## config.mk

```make
export PLATFORM = sky130hd
export DESIGN_NAME = vita_time_counter
export DESIGN_NICKNAME = d
export VERILOG_FILES = /design/src/logic/vita_time_pkg.sv /design/src/logic/setting_reg.sv /design/src/logic/vita_time_counter.sv
export VERILOG_INCLUDE_DIRS = /design/src /design/src/logic
export SDC_FILE = /design/constraint.sdc
export NUM_CORES = 1
export LEC_CHECK = 0
export CAP_MARGIN = 15
export CORE_ASPECT_RATIO = 1.75
export CORE_MARGIN = 3
export CORE_UTILIZATION = 50
export CTS_CLUSTER_DIAMETER = 50
export DETAILED_ROUTE_END_ITERATION = 7
export DONT_BUFFER_PORTS = 1
export SYNTH_ARGS = -nofsm -noshare
export SYNTH_HDL_FRONTEND = slang
export SYNTH_HIERARCHICAL = 1
export SYNTH_SLANG_ARGS = --single-unit
```

## constraint.sdc

```tcl
create_clock -name clk -period 2.6 [get_ports clk]
set_input_delay 0.65 -clock clk [delete_from_list [all_inputs] [get_ports clk]]
set_output_delay 0.65 -clock clk [all_outputs]
set_load 0.01 [all_outputs]
```

## src/logic/vita_tx_macros.svh

```systemverilog
`ifndef VITA_TX_MACROS_SVH
`define VITA_TX_MACROS_SVH

`define VITA_SAMPLE_W 32
`define VITA_TIME_W 64

// settings bus
`define VITA_SET_ADDR_W 8
`define VITA_SET_DATA_W 32

`define VITA_SR_TIME_HI 8'd0
`define VITA_SR_TIME_LO 8'd1
`define VITA_SR_CLEAR 8'd2

// 2^20 ticks, anything further out is treated as bogus
`define VITA_MAX_LEAD 64'd1048576

`endif

```

## src/logic/vita_time_pkg.sv

```systemverilog
`default_nettype none

`include "vita_tx_macros.svh"

package vita_time_pkg;

   typedef logic [`VITA_TIME_W-1:0] vita_time_t;   // radio ticks

   // result of a trigger time vs current time check
   typedef struct packed {
      logic now;
      logic early;
      logic late;
      logic too_early;   // early by more than max lead
   } time_cmp_t;

endpackage

`default_nettype wire

```

## src/logic/setting_reg.sv

```systemverilog
`default_nettype none

`include "vita_tx_macros.svh"

module setting_reg #(
   parameter logic [`VITA_SET_ADDR_W-1:0] ADDR = '0
) (
   input  wire                         clk,
   input  wire                         reset_i,
   input  wire                         set_stb_i,
   input  wire [`VITA_SET_ADDR_W-1:0]  set_addr_i,
   input  wire [`VITA_SET_DATA_W-1:0]  set_data_i,
   output logic [`VITA_SET_DATA_W-1:0] value_o,
   output logic                        changed_o
);

   logic hit;

   assign hit = set_stb_i && (set_addr_i == ADDR);

   always_ff @(posedge clk) begin
      if (reset_i) begin
         value_o   <= '0;
         changed_o <= 1'b0;
      end else begin
         changed_o <= hit;   // one cycle per write
         if (hit) begin
            value_o <= set_data_i;
         end
      end
   end

endmodule

`default_nettype wire

```

## src/logic/vita_time_counter.sv

```systemverilog
`default_nettype none

`include "vita_tx_macros.svh"

module vita_time_counter (
   input  wire                        clk,
   input  wire                        reset_i,
   input  wire                        set_stb_i,
   input  wire [`VITA_SET_ADDR_W-1:0] set_addr_i,
   input  wire [`VITA_SET_DATA_W-1:0] set_data_i,
   output vita_time_pkg::vita_time_t  vita_time_o
);

   logic [`VITA_SET_DATA_W-1:0] time_hi;
   logic [`VITA_SET_DATA_W-1:0] time_lo;
   logic                        load;

   // hi is only staged, the lo write commits both halves
   setting_reg #(.ADDR(`VITA_SR_TIME_HI)) u_sr_time_hi (
      .clk        (clk),
      .reset_i    (reset_i),
      .set_stb_i  (set_stb_i),
      .set_addr_i (set_addr_i),
      .set_data_i (set_data_i),
      .value_o    (time_hi),
      .changed_o  ()
   );

   setting_reg #(.ADDR(`VITA_SR_TIME_LO)) u_sr_time_lo (
      .clk        (clk),
      .reset_i    (reset_i),
      .set_stb_i  (set_stb_i),
      .set_addr_i (set_addr_i),
      .set_data_i (set_data_i),
      .value_o    (time_lo),
      .changed_o  (load)
   );

   always_ff @(posedge clk) begin
      if (reset_i) begin
         vita_time_o <= '0;
      end else if (load) begin
         vita_time_o <= {time_hi, time_lo};
      end else begin
         vita_time_o <= vita_time_o + 1'b1;   // free running
      end
   end

endmodule

`default_nettype wire

```

Word level (Yosys, flattened, before mapping). Index checks and enable logic that the tools add are counted.

Output and inout bits: 64. Logic and storage cells: 10. Input bits: 43. Bits in registers: 129.

Reduce and logical (&&, ||, !) cells: 3. Eq/ne operators: 1. Add/subtract/negate cells: 1. Muxes and demuxes: 1.

Operators with widths (count): 64-bit by 1-bit adder with 64-bit output (second input constant) (1); 64-bit 2-to-1 mux (1); 8-bit by 1-bit == test with 1-bit output (second input constant) (1); 8-bit zero test (1); 1-bit logical AND (2).

Depth between registers and ports, before layout.
Depth in word-level cells: 2. Depth in mapped cells: 8. Gate-level depth less buffers: 6.

Hierarchy. The synthesis kept the hierarchy.

By module, submodules not included: vita_time_counter (area an instance 3768.6 um^2, sequential area each 1281.2 um^2, cells each 470, times used 1); setting_reg (u_sr_time_lo) (area an instance 1491.4 um^2, sequential area each 660.6 um^2, cells each 143, times used 1); setting_reg (u_sr_time_hi) (area an instance 1488.9 um^2, sequential area each 660.6 um^2, cells each 143, times used 1).

Worst setup path after synthesis. No wires, ideal clock.

Path kind: register to register. Start: reg vita_time_o[2]. End: reg vita_time_o[50]. Library setup time: 91 ps. Slack: 542 ps. Buffers on the path: 2. Period minus slack after synthesis: 2058 ps. Data required time: 2509 ps. Cell stages (with the launch flop): 8. Arrival time: 1967 ps. Cells stage by stage: dfxtp_1 and4_1 buf_4 and4_4 nand4_2 buf_6 or4_1 a311oi_1.

Longest elaborated chain between the ends: 2.

RTL lines: from (decl) (RTL line vita_time_counter.sv:11) `output vita_time_pkg::vita_time_t vita_time_o`; from (signal assigned) (RTL line vita_time_counter.sv:43) `vita_time_o <= {time_hi, time_lo};`; from (signal assigned) (RTL line vita_time_counter.sv:45) `vita_time_o <= vita_time_o + 1'b1;`; 64-bit by 1-bit adder with 64-bit output (RTL line vita_time_counter.sv:45); 64-bit 2-to-1 mux (RTL line vita_time_counter.sv:42) `end else if (load) begin`.

Every way passes these cells. A chain may end at the register's enable or synchronous reset.

Worst setup path after layout.
Start: reg vita_time_o[49]. End: reg vita_time_o[58].

Same word-level chain as after synthesis.

==> impl_metrics.tcl <==
set metrics [dict create \
    core_area_mm2 0.0131 \
    max-cap-violations 0 \
    cts_hold_buf 0 \
    crit_type "register to register" \
    placed_area_mm2 0.00703 \
    grt_util_all_layers_pct 24.5 \
    cp-start-kind "register" \
    hp-start "reset_i" \
    leakage_nw 2.56 \
    cpPeakStageDelay_ns 0.55 \
    endpoint_kind "register" \
    finalCritPeriodShare_pct 92.4 \
    relSlewSlack_pct 58.5 \
    cts_root_buffer "clkbuf_16" \
    grt_pass1_wl_um 28800 \
    ioPinCount 107 \
    required_ns 2.90 \
    fillers 1181 \
    clock_sinks 129 \
    antenna_cells 0 \
    die-area_mm2 0.0149 \
    setup_viol 0 \
    synth_fp_nets 798 \
    fin_hold_ws_ns 0.365 \
    syn_to_final_growth_pct 14.2 \
    power_density_mw_per_mm2 609 \
    regArea_mm2 0.00258 \
    avgSynthCellArea_um2 8.92 \
    clk_pin_slew_ns 0.06 \
    timing.rr.start "vita_time_o[49]" \
    fin_tns_setup_ns 0 \
    synthCells 754 \
    ctsLongestPathBuffers 2 \
    tritoncts "done" \
    cp_cell_sequence "nand4_1, nor4_2, nand2_1, or4_1, a311oi_1" \
    grt_max_degree 194 \
    postRouteAntennaNets 0 \
    rsz0062_at_grt "false" \
    numCtsBuffers 17 \
    status "finished, final reports clean" \
    max_freq_mhz 416 \
    die_x_um 93.7 \
    fp.dieH_um 159 \
    p_total_w 0.00467 \
    rows 55 \
    hpwlAfterDp_um 12700 \
    stdcell_area_mm2 0.00768 \
    drive_gt1_share_pct 11.5 \
    drt-pass1-iter-count 5 \
    io_buffers 0 \
    multi_input_area_mm2 0.00382 \
    gp_congestion 0.891 \
    worstPathMaxFanout 12 \
    start_util_pct 51.4 \
    via_count 5555 \
    hold_path_class "input port to register" \
    grt_pass1_vias 5521 \
    cts-htree-levels 4 \
    detail_route.wl_per_cell_um 19.2 \
    viasPerCell 5.87 \
    routed_wl_um 18200 \
    final_hold_viol_count 0 \
    period_needed_ns 2.40 \
    tightest_slew_ns 0.622 \
    crit_arrival_ns 2.71 \
    vdd_ir_drop_max_mv 0.639 \
    yosysWarnings 6 \
    drc 0 \
    grt_overflow 0 \
    drt_iter0_markers 337 \
    nets 806 \
    post_cts_buffers 0 \
    startpoint "vita_time_o[49]" \
    grt_antenna_before_repair 0 \
    synth.cell_area_mm2 0.00672 \
    insertion_delay_ns 0.41 \
    maxSlewViolCount 0 \
    finalClockSkew_ns 0.00762 \
    slowest_stage "or4_1" \
]
[final cells by class]
cell class	instances	area share, %
multi-input cells	555	49.7
repair buffers	43	4.69
clock inverters	12	2.33
clock buffers	20	6.08
well taps	171	2.79
flip-flops and latches	129	33.6
inverters	16	0.782
[metal layers]
metal,global-route usage [%],vias to the layer above,part of all wire [%]
li1,-,2722,-
met1,28.1,2631,40
met2,41.5,163,51
met3,6.38,39,6.1
met4,11.9,0,3.7
met5,0,-,0
[sequential cells by signal, summed over array words and instances (netlist names)]
| signal | flops |
|---|---|
| vita_time_o | 64 |
| u_sr_time_hi/value_o | 32 |
| u_sr_time_lo/value_o | 32 |
| u_sr_time_lo/changed_o | 1 |
[cells in the final DEF, fill, tap and decap left out, drive strengths merged, types with 3 or more instances in the layout]
cell        n
or4        12
inv        18
nand4      38
o21ai      11
or3         8
bufinv      4
dfxtp     129
nand2      29
o31ai      13
o31a        6
nor3        5
a211oi     24
xor2       21
mux2i      68
buf        43
and2        5
and3        9
clkinvlp    3
nand2b    129
nand3      23
or4b        4
a2111oi     4
clkinv      3
clkbuf     20
a311oi     21
a21oi       8
and4       12
xnor2       9
nor2       71
nor4       13
[through the flow]
stage | util [%] | setup WS [ns] | cells
after floorplan | - | 0.542 | 754
after global placement | 53.7 | 0.254 | 914
after detailed placement | 53.7 | 0.121 | 914
after CTS | 58.7 | 0.102 | 946
after global routing | 58.7 | 0.00579 | 946
final | 58.7 | 0.198 | 946
[what timing repair did]
item,CTS,global route
setup endpoints to repair,0,1
resized for setup,0,1
endpoints found under the hold margin,0,0
[critical path, delay by kind of cell (launching register included)]
kind             cells  cell delay, ns
AND/OR/NAND/NOR      4            1.49
AO/OA/AOI/OAI        1            0.31
flip-flops           1            0.49
[report_power, final]
| group | switching (W) | internal [W] | total (W) |
|---|---|---|---|
| clock network | 0.000910 | 0.00169 | 0.00260 |
| registers | 0.00000769 | 0.00198 | 0.00199 |
| logic | 0.0000307 | 0.0000566 | 0.0000873 |
[final timing paths]
check / to / slack [ns] / cells after the start
max: vita_time_o[58] / 0.20 / 5
min: vita_time_o[39] / 0.36 / 1
max reg2reg: vita_time_o[58] / 0.20 / 5
min reg2reg: vita_time_o[9] / 0.47 / 2
No activity file was read; power rests on OpenSTA's default activity.
