`src/logic/vita_tx_macros.svh`:
```
`ifndef VITA_TX_MACROS_SVH
`define VITA_TX_MACROS_SVH

`define VITA_SAMPLE_W 32
`define VITA_TIME_W 64

// settings bus
`define VITA_SET_ADDR_W 8
`define VITA_SET_DATA_W 32

`define VITA_SR_TIME_HI 8'd0
`define VITA_SR_TIME_LO 8'd1
`define VITA_SR_CLEAR 8'd2

// 2^20 ticks, anything further out is treated as bogus
`define VITA_MAX_LEAD 64'd1048576

`endif

```
`src/logic/vita_time_pkg.sv`:
```
`default_nettype none

`include "vita_tx_macros.svh"

package vita_time_pkg;

   typedef logic [`VITA_TIME_W-1:0] vita_time_t;   // radio ticks

   // result of a trigger time vs current time check
   typedef struct packed {
      logic now;
      logic early;
      logic late;
      logic too_early;   // early by more than max lead
   } time_cmp_t;

endpackage

`default_nettype wire

```
`src/logic/vita_tx_pkg.sv`:
```
`default_nettype none

`include "vita_tx_macros.svh"

package vita_tx_pkg;

   typedef logic [`VITA_SAMPLE_W-1:0] sample_t;

   // one queued sample and its burst flags
   typedef struct packed {
      logic                      send_at;   // hold until send_time
      logic                      sob;
      logic                      eob;
      logic                      eop;       // carried, not acted on
      sample_t                   sample;
      vita_time_pkg::vita_time_t send_time;
   } tx_entry_t;

   typedef enum logic [1:0] {
      IDLE,
      RUN,
      UNDERRUN
   } tx_state_e;

endpackage

`default_nettype wire

```
`src/logic/sample_fifo.sv`:
```
`default_nettype none

module sample_fifo #(
   parameter int DEPTH_LOG2 = 4
) (
   input  wire                         clk,
   input  wire                         reset_i,
   input  wire                         wr_i,
   input  wire vita_tx_pkg::tx_entry_t wr_entry_i,
   output logic                        full_o,
   output vita_tx_pkg::tx_entry_t      head_o,
   output logic                        src_rdy_o,
   input  wire                         dst_rdy_i
);

   localparam int DEPTH = 2 ** DEPTH_LOG2;

   typedef logic [DEPTH_LOG2:0]   ptr_t;    // msb is the wrap bit
   typedef logic [DEPTH_LOG2-1:0] addr_t;

   vita_tx_pkg::tx_entry_t mem [DEPTH];

   ptr_t  wr_ptr;
   ptr_t  rd_ptr;
   addr_t wr_addr;
   addr_t rd_addr;
   logic  empty;

   assign wr_addr = wr_ptr[DEPTH_LOG2-1:0];
   assign rd_addr = rd_ptr[DEPTH_LOG2-1:0];

   always_ff @(posedge clk) begin
      if (wr_i) begin
         mem[wr_addr] <= wr_entry_i;
      end
   end

   always_ff @(posedge clk) begin
      if (reset_i) begin
         wr_ptr <= '0;
         rd_ptr <= '0;
      end else begin
         if (wr_i) begin
            wr_ptr <= wr_ptr + 1'b1;
         end
         if (dst_rdy_i) begin
            rd_ptr <= rd_ptr + 1'b1;
         end
      end
   end

   assign empty     = (wr_ptr == rd_ptr);
   assign full_o    = (wr_ptr[DEPTH_LOG2] != rd_ptr[DEPTH_LOG2]) && (wr_addr == rd_addr);
   assign src_rdy_o = !empty;
   assign head_o    = mem[rd_addr];   // show-ahead

   // writer and reader must both honour the flags
   a_no_overflow: assert property (
      @(posedge clk) disable iff (reset_i) wr_i |-> !full_o)
      else $error("sample_fifo: write while full");

   a_no_underflow: assert property (
      @(posedge clk) disable iff (reset_i) dst_rdy_i |-> src_rdy_o)
      else $error("sample_fifo: pop while empty");

endmodule

`default_nettype wire

```
`config.mk`:
```
export PLATFORM = sky130hd
export DESIGN_NAME = sample_fifo
export DESIGN_NICKNAME = d
export VERILOG_FILES = /design/src/logic/vita_time_pkg.sv /design/src/logic/vita_tx_pkg.sv /design/src/logic/sample_fifo.sv
export VERILOG_INCLUDE_DIRS = /design/src /design/src/logic
export SDC_FILE = /design/constraint.sdc
export NUM_CORES = 1
export LEC_CHECK = 0
export BUFFER_PORTS_ARGS = -buffer_cell sky130_fd_sc_hd__buf_2
export CORE_UTILIZATION = 45
export CTS_BUF_LIST = sky130_fd_sc_hd__clkbuf_8
export DETAILED_ROUTE_END_ITERATION = 10
export PLACE_DENSITY = 0.59
export SLEW_MARGIN = 20
export SYNTH_ARGS = -nofsm -noshare
export SYNTH_HDL_FRONTEND = slang
export SYNTH_SLANG_ARGS = --single-unit
```
`constraint.sdc`:
```
create_clock -name clk -period 4.75 [get_ports clk]
set_input_delay 0.475 -clock clk [delete_from_list [all_inputs] [get_ports clk]]
set_output_delay 0.475 -clock clk [all_outputs]
set_load 0.01 [all_outputs]
```
# After elaboration in Yosys (flattened, before gate mapping)
# Memories as Yosys holds them, arrays and structs flattened. A register that Yosys moved wholly into a read port is not among the register bits.
# Cells that the tools add are included.
[totals]
mem_count = 1
inputBits = 104
out_inout_bits = 102
word_cells = 14
ramBits = 1600
register_bits = 10
[mem_list]
columns = ["name", "words", "width", "read_ports", "rd_clocked_by_memory_dff", "wr", "line_no", "text"]
rows = [
  ["mem", 16, 100, 1, 1, 1, "sample_fifo.sv:21", "vita_tx_pkg::tx_entry_t mem [DEPTH];"],
]
[op_classes]
addsub = 2
n_eq_ne = 3
reduce_logical = 2
muxes = 4
[ops]
columns = ["cell", "n"]
rows = [
  ["$add A5 B1 Y5 const B", 2],
  ["$mux W4", 2],
  ["$eq A5 B5 Y1", 1],
  ["$eq A4 B4 Y1", 1],
  ["$mux W1", 2],
  ["$logic_and A1 B1 Y1", 1],
  ["$logic_not A1 Y1", 1],
  ["$ne A1 B1 Y1", 1],
]

# Longest topological paths before layout
# Gate-level depths: netlist of run 1.
[depth]
ltp_word = 3
depth_mapped = 6
mapped_depth_nobuf = 4

# Worst setup path before layout of run 1
# OpenSTA, ideal clock, no wires.
[synth_path]
path_type = "input to register"
start = "input wr_i"
end = "memory mem[0][0] in the netlist's numbering (enable)"
setup_slack_ns = 0.891
setup_ns = 0.470
path_stages = 3
n_path_buf = 1
t_arrival_ns = 3.389
cell_sequence = "clkbuf_1 > nor3b_1 > and2_1"
[synth_between]
elab_chain_cells = 2
[synth_lines]
columns = ["item", "line_no", "text"]
rows = [
  ["start, declared", "sample_fifo.sv:8", "input wire wr_i,"],
  ["$mux W1", "sample_fifo.sv:33", "if (wr_i) begin"],
  ["$mux W1 (implied by the code)", "sample_fifo.sv:34", "mem[wr_addr] <= wr_entry_i;"],
  ["end, declared", "sample_fifo.sv:21", ""],
]
# No other way between the ends.

==> results of run 1 <==
final timing paths:
check | startpoint | to | slack, ns | cells past startpoint
setup / recovery | flop | head_o[73] | 0.79 | 5
hold / removal | reset_i | rd_ptr[0] | 0.37 | 3
setup reg to reg | wr_ptr[0] | mem[15][44] | 1.94 | 4
hold reg to reg | wr_ptr[4] | wr_ptr[4] | 0.54 | 2
registers in the layout (all words and copies together) (netlist names), named ones only:
name    flops
mem      1600
rd_ptr      5
wr_ptr      5
logic make-up after synthesis:
group / Yosys count / synth area share, %
AOI/OAI and AO/OA: 200 / 2.49
xor gates and xnor gates: 13 / 0.189
adders and majority gates: 5 / 0.104
buffers and inverters: 140 / 1.23
DFF: 1614 / 80.0
muxes: 402 / 15.0
and+or+nand+nor: 144 / 1.01
synthesized netlist by cell type (2+ instances only):
master / instances
a22oi_1: 200
and2_1: 16
buf_1: 7
buf_2: 42
buf_4: 40
buf_6: 2
clkbuf_1: 46
dfxtp_1: 14
edfxtp_1: 1600
ha_1: 5
inv_1: 3
mux2i_1: 2
mux4_2: 400
nand2_1: 104
nand4_1: 4
nor2_1: 13
nor2b_1: 3
xnor2_1: 3
xor2_1: 10
critical path, delay by kind of cell, from the launching register on:
family / cells / cell delay (ns)
compound gates: 1 / 0.30
mux: 1 / 0.39
simple gates: 1 / 0.14
buf+inv: 2 / 0.59
flops: 1 / 0.95
placed cells by master (no fill, tap or decap), types with 2 or more instances in the layout:
| cell | n |
|---|---|
| edfxtp_1 | 1600 |
| mux4_2 | 400 |
| clkbuf_8 | 287 |
| buf_2 | 205 |
| a22oi_1 | 200 |
| nand2_1 | 104 |
| dlygate4sd3_1 | 104 |
| inv_1 | 80 |
| clkinv_1 | 52 |
| buf_12 | 35 |
| buf_4 | 32 |
| clkinv_2 | 18 |
| and2_4 | 16 |
| nor2_1 | 12 |
| dfxtp_1 | 12 |
| xor2_1 | 10 |
| diode_2 | 6 |
| ha_1 | 5 |
| nand4_1 | 4 |
| clkinvlp_4 | 4 |
| xnor2_1 | 3 |
| bufinv_16 | 3 |
| nor2b_4 | 2 |
| mux2i_1 | 2 |
| dfxtp_4 | 2 |
report_power, final:
| group | internal (mW) | leakage, nW | switching, mW | total [mW] |
|---|---|---|---|---|
| Combinational | 0.961 | 4.84 | 1.12 | 2.08 |
| Clock | 5.68 | 2.67 | 5.17 | 10.9 |
| Sequential | 15.8 | 14.6 | 0.0771 | 15.9 |
through the flow:
stage	utilization [%]	worst slack, ns
detailed placement	47.9	1.70
global placement	47.9	1.73
finish	52.2	0.791
floorplan	-	0.891
CTS	52.2	0.608
global route	52.2	0.515
routing by layer:
metal  track usage [%]  part of all wire, %  wire length (um)  vias up
met5                 0                0.061                87        -
met4              5.86                  1.8              2560       14
met3              5.58                  7.4             10500      183
met2              33.1                   47             67300     1014
met1              29.9                   43             61800    15461
li1                  -                    -                 -    11915
timing repair:
item                                    CTS  global route
hold buffers                            104             0
gates resized for setup                   0             0
endpoints found under the hold margin  1614             0
buffers inserted                          0             0
cell type report:
type / count / area [sq um]
Fill cell: 10359 / 63700
Sequential cell: 1614 / 48300
Multi-Input combinational cell: 764 / 11400
Clock buffer: 287 / 3950
Timing Repair Buffer: 376 / 3010
Tap cell: 1768 / 2210
Clock inverter: 155 / 698
Inverter: 3 / 16.3
Antenna cell: 6 / 15.0
==> reports/results.txt, run 1 <==
status - finished, violations left
failing checks - DRC
largest net degree at the start of global routing - 101
Post-Syn Area - 0.0604 sq mm
Largest stage delay, worst path - 0.95 ns
Layout Area Growth over Synthesis - 15.3%
Top FF cell, synth - edfxtp_1
clock-pin slew on the worst setup and hold paths - 0.06 ns
Initial Util - 45.3%
die height - 368 um
Synth cell types - 23
Congestion Overflow GR - 0
latest clock arrival within the worst-skew pair - 0.97 ns
crit path kind - reg -> out
max-slew violation count - 0
Peak VDD IR - 0.301 mV
EDFF count, synth - 1600
DRC viols - 2
Synth warnings - 0
final hold violations - 0
post-route setup TNS - 0 ns
Clock Tree Root - clkbuf_8
Final Power - 28.9 mW
Fin Hold WS - 0.372 ns
Critical Path Start Type - flop
Ports - 206
cell taking the most area after synthesis - edfxtp_1
Final Skew - 0.0625 ns
GRT Util Overall - 21.3%
initial antenna violation count - 15
die footprint - 0.136 sq mm
vias in the first global route - 30.5k
fmax - 253 MHz
Worst path slowest cell - dfxtp_4
unrepaired setup endpoints after global routing - false
WL/cell - 28.6 um
gpl congestion - 0.735
CTS tree - built
core area - 0.133 sq mm
drt initial violations - 2593
CTS Buffer Depth - 4
P_leak - 22.1 nW
min cycle time layout - 3.96 ns
Port-buffer cells - 205
nets - 3146
share of post-route cells with drive strength above 1 - 31.4%
critical path capture point type - output port
dpl cell area - 0.0639 sq mm
type of the most critical hold path - in -> reg
Post-synth ARST share - 0%
drt first pass iters - 8
drt total wl - 142000 um
first-pass GRT wire length - 206000 um
H-tree levels - 5
worst path required time - 4.28 ns
Yosys reg bits - 1614
Critical Path Fanout Max - 76
via count - 28.6k
Max-slew headroom - 36.2%
Synth top area share - 79.6%
Synth Instances - 2518
actual slew at the worst max-slew pin - 0.958 ns
max_cap viols - 0
post-route cell area - 0.0696 sq mm
number of vias per cell - 5.75
final period utilization - 83.4%
DP Cell Count - 4421
CTS Buf Count - 278
hpwl dp - 71600 um
Post-Syn Nets - 2627
Die W - 368 um
worst path cell trace - buf_12, mux4_2, a22oi_1, nand2_1, buf_2
clk sinks - 1614
leading cell types by total area after synthesis - edfxtp_1 80%, mux4_2 15%, a22oi_1 2.5%
syn_area_per_cell - 24.0 sq um
final std cells w/o fill - 4973
Seq/Total Area, Yosys - 80.0%
Setup violations, final - 0
crit path DAT - 3.48 ns
num rows - 134
Antenna Violating Nets Remaining - 0
PD cells - 415 mW/mm^2
Note: power is estimated with default switching activity, not from simulation.
==> run 2, diff against run 1 <==
==> constraint.sdc (replaced) <==
create_clock -name clk -period 4 [get_ports clk]
set_input_delay 0.4 -clock clk [delete_from_list [all_inputs] [get_ports clk]]
set_output_delay 0.4 -clock clk [all_outputs]
set_load 0.01 [all_outputs]
==> reports/results.txt, run 2 (synthesis results as in run 1) <==
GRT Util Overall - 21.5% (+0.21 points)
Worst path slowest cell - mux4_2
commonest cells after routing, fill and taps aside - 1600 x edfxtp_1, 400 x mux4_2, 287 x clkbuf_8
commonest non-fill, non-tap cell in the layout - edfxtp_1
core area - 0.133 sq mm (unchanged)
Reg-to-Reg End - mem[0][78]
CTS tree - built
latest clock arrival within the worst-skew pair - 0.95 ns (-0.02 ns)
reg-to-reg slack, setup - 1.60 ns (-0.34 ns)
Critical Path Fanout Max - 22 (-71%)
drt total wl - 144000 um (+1.3%)
Layout Area Growth over Synthesis - 15.8%
Fin Hold WS - 0.333 ns (-0.0386 ns)
crit path DAT - 3.21 ns (-0.27 ns)
final period utilization - 90.3%
P_leak - 22.3 nW (+0.91%)
number of vias per cell - 5.78 (+0.53%)
nets - 3159 (+0.41%)
PD cells - 491 mW/mm^2 (+18%)
max_cap viols - 0 (unchanged)
Cell Int Power - 26.7 mW (+19%)
HP Start - reset_i
status - completed
drt initial violations - 3123 (+20%)
critical path capture point type - output port
num rows - 134 (unchanged)
Setup violations, final - 0 (unchanged)
max-slew violation count - 0 (unchanged)
DP Cell Count - 4434 (+0.29%)
Worst setup endpoint - head_o[90]
worst path required time - 3.60 ns (-0.68 ns)
min cycle time layout - 3.61 ns
unrepaired setup endpoints after global routing - false
Net Switching - 7.62 mW (+20%)
Critical path buffers and inverters - 3 (+1)
clock share of power - 37.8% (+0.2 points)
final hold violations - 0 (unchanged)
reg2reg start - wr_ptr[2]
Die W - 368 um (unchanged)
Most flops, register - mem
delay-heaviest family, CP - buffers and inverters
vias in the first global route - 30.9k (+1.2%)
max FFs per register - 1600 (unchanged)
Congestion Overflow GR - 0 (unchanged)
Port-buffer cells - 205 (unchanged)
die footprint - 0.136 sq mm (unchanged)
final std cells w/o fill - 5005 (+0.64%)
Final Skew - 0.0405 ns (-0.0220 ns)
Crit path depth - 6 (+1)
fmax - 277 MHz
worst reg2reg path depth - 3 (-1)
post-route setup TNS - 0 ns (unchanged)
# resized after CTS - 0 (unchanged)
initial antenna violation count - 16 (+1)
H-tree levels - 5 (unchanged)
Initial Util - 45.3% (unchanged)
Critical Path Start Type - flop
Sequential Power Share - 55.0% (-0.2 points)
crit path kind - reg -> out
WL/cell - 28.8 um (+0.64%)
clock-pin slew on the worst setup and hold paths - 0.06 ns (about the same)
worst path cell trace - buf_12, buf_4, mux4_2, a22oi_1, nand2_1, buf_2
WHS Path Cells - 3 (unchanged)
actual slew at the worst max-slew pin - 0.903 ns (-0.0545 ns)
DRC viols - 0 (-2)
Largest stage delay, worst path - 0.55 ns (-0.40 ns)
gpl congestion - 0.742 (+1.0%)
postcts setup bufs - 0 (unchanged)
Antenna Violating Nets Remaining - 0 (unchanged)
clk sinks - 1614 (unchanged)
hpwl dp - 72600 um (+1.4%)
via count - 28.9k (+1.2%)
Ports - 206 (unchanged)
Max-slew headroom - 39.8% (+3.6 points)
share of post-route cells with drive strength above 1 - 31.4% (about the same)
hold-fix buffers at CTS - 104 (unchanged)
CTS Buffer Depth - 4 (unchanged)
drt first pass iters - 5 (-3)
Clock Tree Root - clkbuf_8
first-pass GRT wire length - 209000 um (+1.4%)
switch share - 22.2% (+0.12 points)
CTS Buf Count - 278 (unchanged)
Peak VDD IR - 0.349 mV (+16%)
type of the most critical hold path - in -> reg
biggest registers after layout - mem (1600), rd_ptr (5), wr_ptr (5)
die height - 368 um (unchanged)
Logic pwr share - 7.3% (about the same)
largest net degree at the start of global routing - 90 (-11%)
-- run 2: worst min-delay path by stage --
stage	slack [ns]	end
after floorplan	0.47	flop
after global placement	0.52	rd_ptr[4]
after detailed placement	0.53	rd_ptr[4]
after CTS	0.25	wr_ptr[0]
after global routing	0.32	rd_ptr[4]
final	0.33	wr_ptr[0]
-- run 2: final cells by class --
cell class | instances | area [sq um]
well taps | 1768 | 2210
inverters | 3 | 16.3
fillers | 10413 | 63300
repair buffers | 389 | 3280
clock inverters | 171 | 753
diodes | 9 | 22.5
multi-input cells | 764 | 11400
flip-flops and latches | 1614 | 48300
clock buffers | 287 | 3950
-- run 2: tightest hold or removal path, cell delays in order --
cell and delay (ns):
dlygate4sd3_1 0.51, buf_2 0.22, nor2_1 0.07
-- run 2: power by group through the flow --
stage               clock network [mW]  logic, mW  registers, mW
floorplan                            0       1.56           19.2
global placement                     0       2.41           19.2
detailed placement                   0       2.46           19.2
CTS                               13.3       2.57           18.9
global route                      14.0       2.70           18.9
finish                            13.0       2.50           18.9
-- run 2: per-layer routing --
layer	global-route usage, %	part of all wire (%)	vias up
li1	-	-	11951
met1	30.2	43	15639
met2	34.3	49	1042
met3	4.30	6.6	274
met4	6.17	2.0	16
met5	0	0.078	-
-- run 2: through the flow --
stage | worst slack (ns) | utilization, % | instance area [sq um] | power [mW]
after detailed placement | 1.27 | 48.2 | 64200 | 21.7
after global placement | 1.28 | 48.2 | 64200 | 21.6
final | 0.389 | 52.5 | 69900 | 34.3
after global routing | 0.116 | 52.5 | 69900 | 35.5
after floorplan | 0.216 | - | 60400 | 20.8
after CTS | 0.234 | 52.5 | 69900 | 34.7
==> run 3, diff against run 2 <==
--- a/config.mk
+++ b/config.mk
@@ -7,10 +7,10 @@
 export NUM_CORES = 1
 export LEC_CHECK = 0
 export BUFFER_PORTS_ARGS = -buffer_cell sky130_fd_sc_hd__buf_2
-export CORE_UTILIZATION = 45
+export CORE_UTILIZATION = 64
 export CTS_BUF_LIST = sky130_fd_sc_hd__clkbuf_8
 export DETAILED_ROUTE_END_ITERATION = 10
-export PLACE_DENSITY = 0.59
+export PLACE_DENSITY = 0.8
 export SLEW_MARGIN = 20
 export SYNTH_ARGS = -nofsm -noshare
 export SYNTH_HDL_FRONTEND = slang
==> constraint.sdc (replaced) <==
create_clock -name clk -period 4 [get_ports clk]
set_input_delay 0.8 -clock clk [delete_from_list [all_inputs] [get_ports clk]]
set_output_delay 0.8 -clock clk [all_outputs]
set_load 0.01 [all_outputs]
==> reports/results.txt, run 3 (synthesis results as in run 1) <==
nets - 3023 (-4.3%)
actual slew at the worst max-slew pin - 0.791 ns (-0.113 ns)
drt initial violations - 3428 (+9.8%)
Most flops, register - mem
latest clock arrival within the worst-skew pair - 0.91 ns (-0.04 ns)
fmax - 260 MHz (-6.2%)
first-pass GRT wire length - 191000 um (-8.5%)
Max-slew headroom - 46.8% (+7.0 points)
Layout Area Growth over Synthesis - 12.2%
die footprint - 0.0956 sq mm (-30%)
die height - 309 um (-16%)
status - completed
initial antenna violation count - 24 (+8)
PD cells - 482 mW/mm^2 (-1.8%)
Die W - 309 um (-16%)
largest net degree at the start of global routing - 80 (-11%)
biggest registers after layout - mem (1600), rd_ptr (5), wr_ptr (5)
Ports - 206 (unchanged)
Critical Path Start Type - flop
# resized after CTS - 0 (unchanged)
DP Cell Count - 3931 (-11%)
WL/cell - 30.3 um (+5.4%)
reg-to-reg slack, setup - 1.53 ns (-0.07 ns)
Congestion Overflow GR - 0 (unchanged)
P_leak - 21.5 nW (-3.3%)
crit path DAT - 3.05 ns (-0.16 ns)
final std cells w/o fill - 4361 (-13%)
CTS Buffer Depth - 3 (-1)
Port-buffer cells - 205 (unchanged)
CTS tree - built
clk sinks - 1614 (unchanged)
vias in the first global route - 29.8k (-3.4%)
Initial Util - 64.7% (+19 points)
DRC viols - 0 (unchanged)
Peak VDD IR - 0.415 mV (+19%)
H-tree levels - 4 (-1)
gpl congestion - 0.761 (+2.5%)
core area - 0.0933 sq mm (-30%)
Antenna Violating Nets Remaining - 0 (unchanged)
final period utilization - 96.3% (+6.0 points)
num rows - 112 (-16%)
GRT Util Overall - 28.4% (+6.9 points)
clock-pin slew on the worst setup and hold paths - 0.06 ns (about the same)
crit path kind - reg -> out
Clock Tree Root - clkbuf_8
drt total wl - 132000 um (-8.1%)
hpwl dp - 71000 um (-2.2%)
max FFs per register - 1600 (unchanged)
commonest non-fill, non-tap cell in the layout - edfxtp_1
type of the most critical hold path - in -> reg
final hold violations - 0 (unchanged)
unrepaired setup endpoints after global routing - false
post-route setup TNS - 0 ns (unchanged)
Final Util - 72.6% (+20 points)
Setup violations, final - 0 (unchanged)
via count - 28.6k (-0.97%)
hold-fix buffers at CTS - 0 (-100%)
number of vias per cell - 6.57 (+14%)
CTS Buf Count - 230 (-17%)
share of post-route cells with drive strength above 1 - 32.0% (+0.53 points)
drt first pass iters - 5 (unchanged)
max_cap viols - 0 (unchanged)
commonest cells after routing, fill and taps aside - 1600 x edfxtp_1, 400 x mux4_2, 232 x clkbuf_8
max-slew violation count - 0 (unchanged)
Critical Path Fanout Max - 42 (+91%)
critical path capture point type - output port
worst path required time - 3.20 ns (-0.40 ns)
Final Power - 32.7 mW (-4.9%)
min cycle time layout - 3.85 ns (+0.240 ns)
Final Skew - 0.0364 ns (-0.00407 ns)
-- run 3: path summary, 6_finish.rpt --
kind                   from           to  cells after the start
setup / recovery       flop   head_o[19]                      6
hold / removal      reset_i    wr_ptr[3]                      2
setup reg to reg  wr_ptr[0]  mem[15][11]                      4
hold reg to reg   wr_ptr[4]    wr_ptr[4]                      2
-- run 3: area by class of cell --
class | instances | area (sq um)
clock buffer | 232 | 3190
sequential | 1614 | 48300
clock inverter | 179 | 806
antenna | 14 | 35.0
timing repair buffer | 301 | 2430
fill | 5060 | 25600
multi-input combinational | 764 | 11400
tap | 1254 | 1570
inverter | 3 | 16.3
-- run 3: layer usage --
layer	part of all wire, %	GRT usage (%)
met1	36	38.4
met2	51	46.3
met3	10	6.25
met4	2.6	10.3
met5	0.088	0
-- run 3: metrics by stage --
| stage | cell area (sq um) | hold slack [ns] | setup WS (ns) |
|---|---|---|---|
| 2_1_floorplan | 60400 | 0.499 | 0.363 |
| 3_3_place_gp | 63700 | 0.521 | 0.876 |
| 3_5_place_dp | 63700 | 0.523 | 0.845 |
| 4_1_cts | 67700 | 0.146 | 0.00238 |
| 5_1_grt | 67700 | 0.202 | 0.0612 |
| 6_report | 67800 | 0.238 | 0.149 |
-- run 3: power breakdown --
group	switching (mW)	internal, mW	total [mW]
Clock	5.90	5.45	11.3
Combinational	1.31	1.13	2.44
Sequential	0.0681	18.8	18.9
Total	7.28	25.4	32.7
-- run 3: repair_timing --
item / 4_1_cts / 5_1_grt
pin swaps: 0 / 0
endpoints found under the setup margin: 60 / 1
setup buffers: 1 / 4
endpoints found under the hold margin: 0 / 0
-- run 3: critical path: stages, from the launching register on --
cell and delay (ns):
dfxtp_4 0.51, buf_4 0.18, buf_12 0.29, mux4_2 0.55, a22oi_1 0.34, nand2_1 0.10, buf_2 0.16
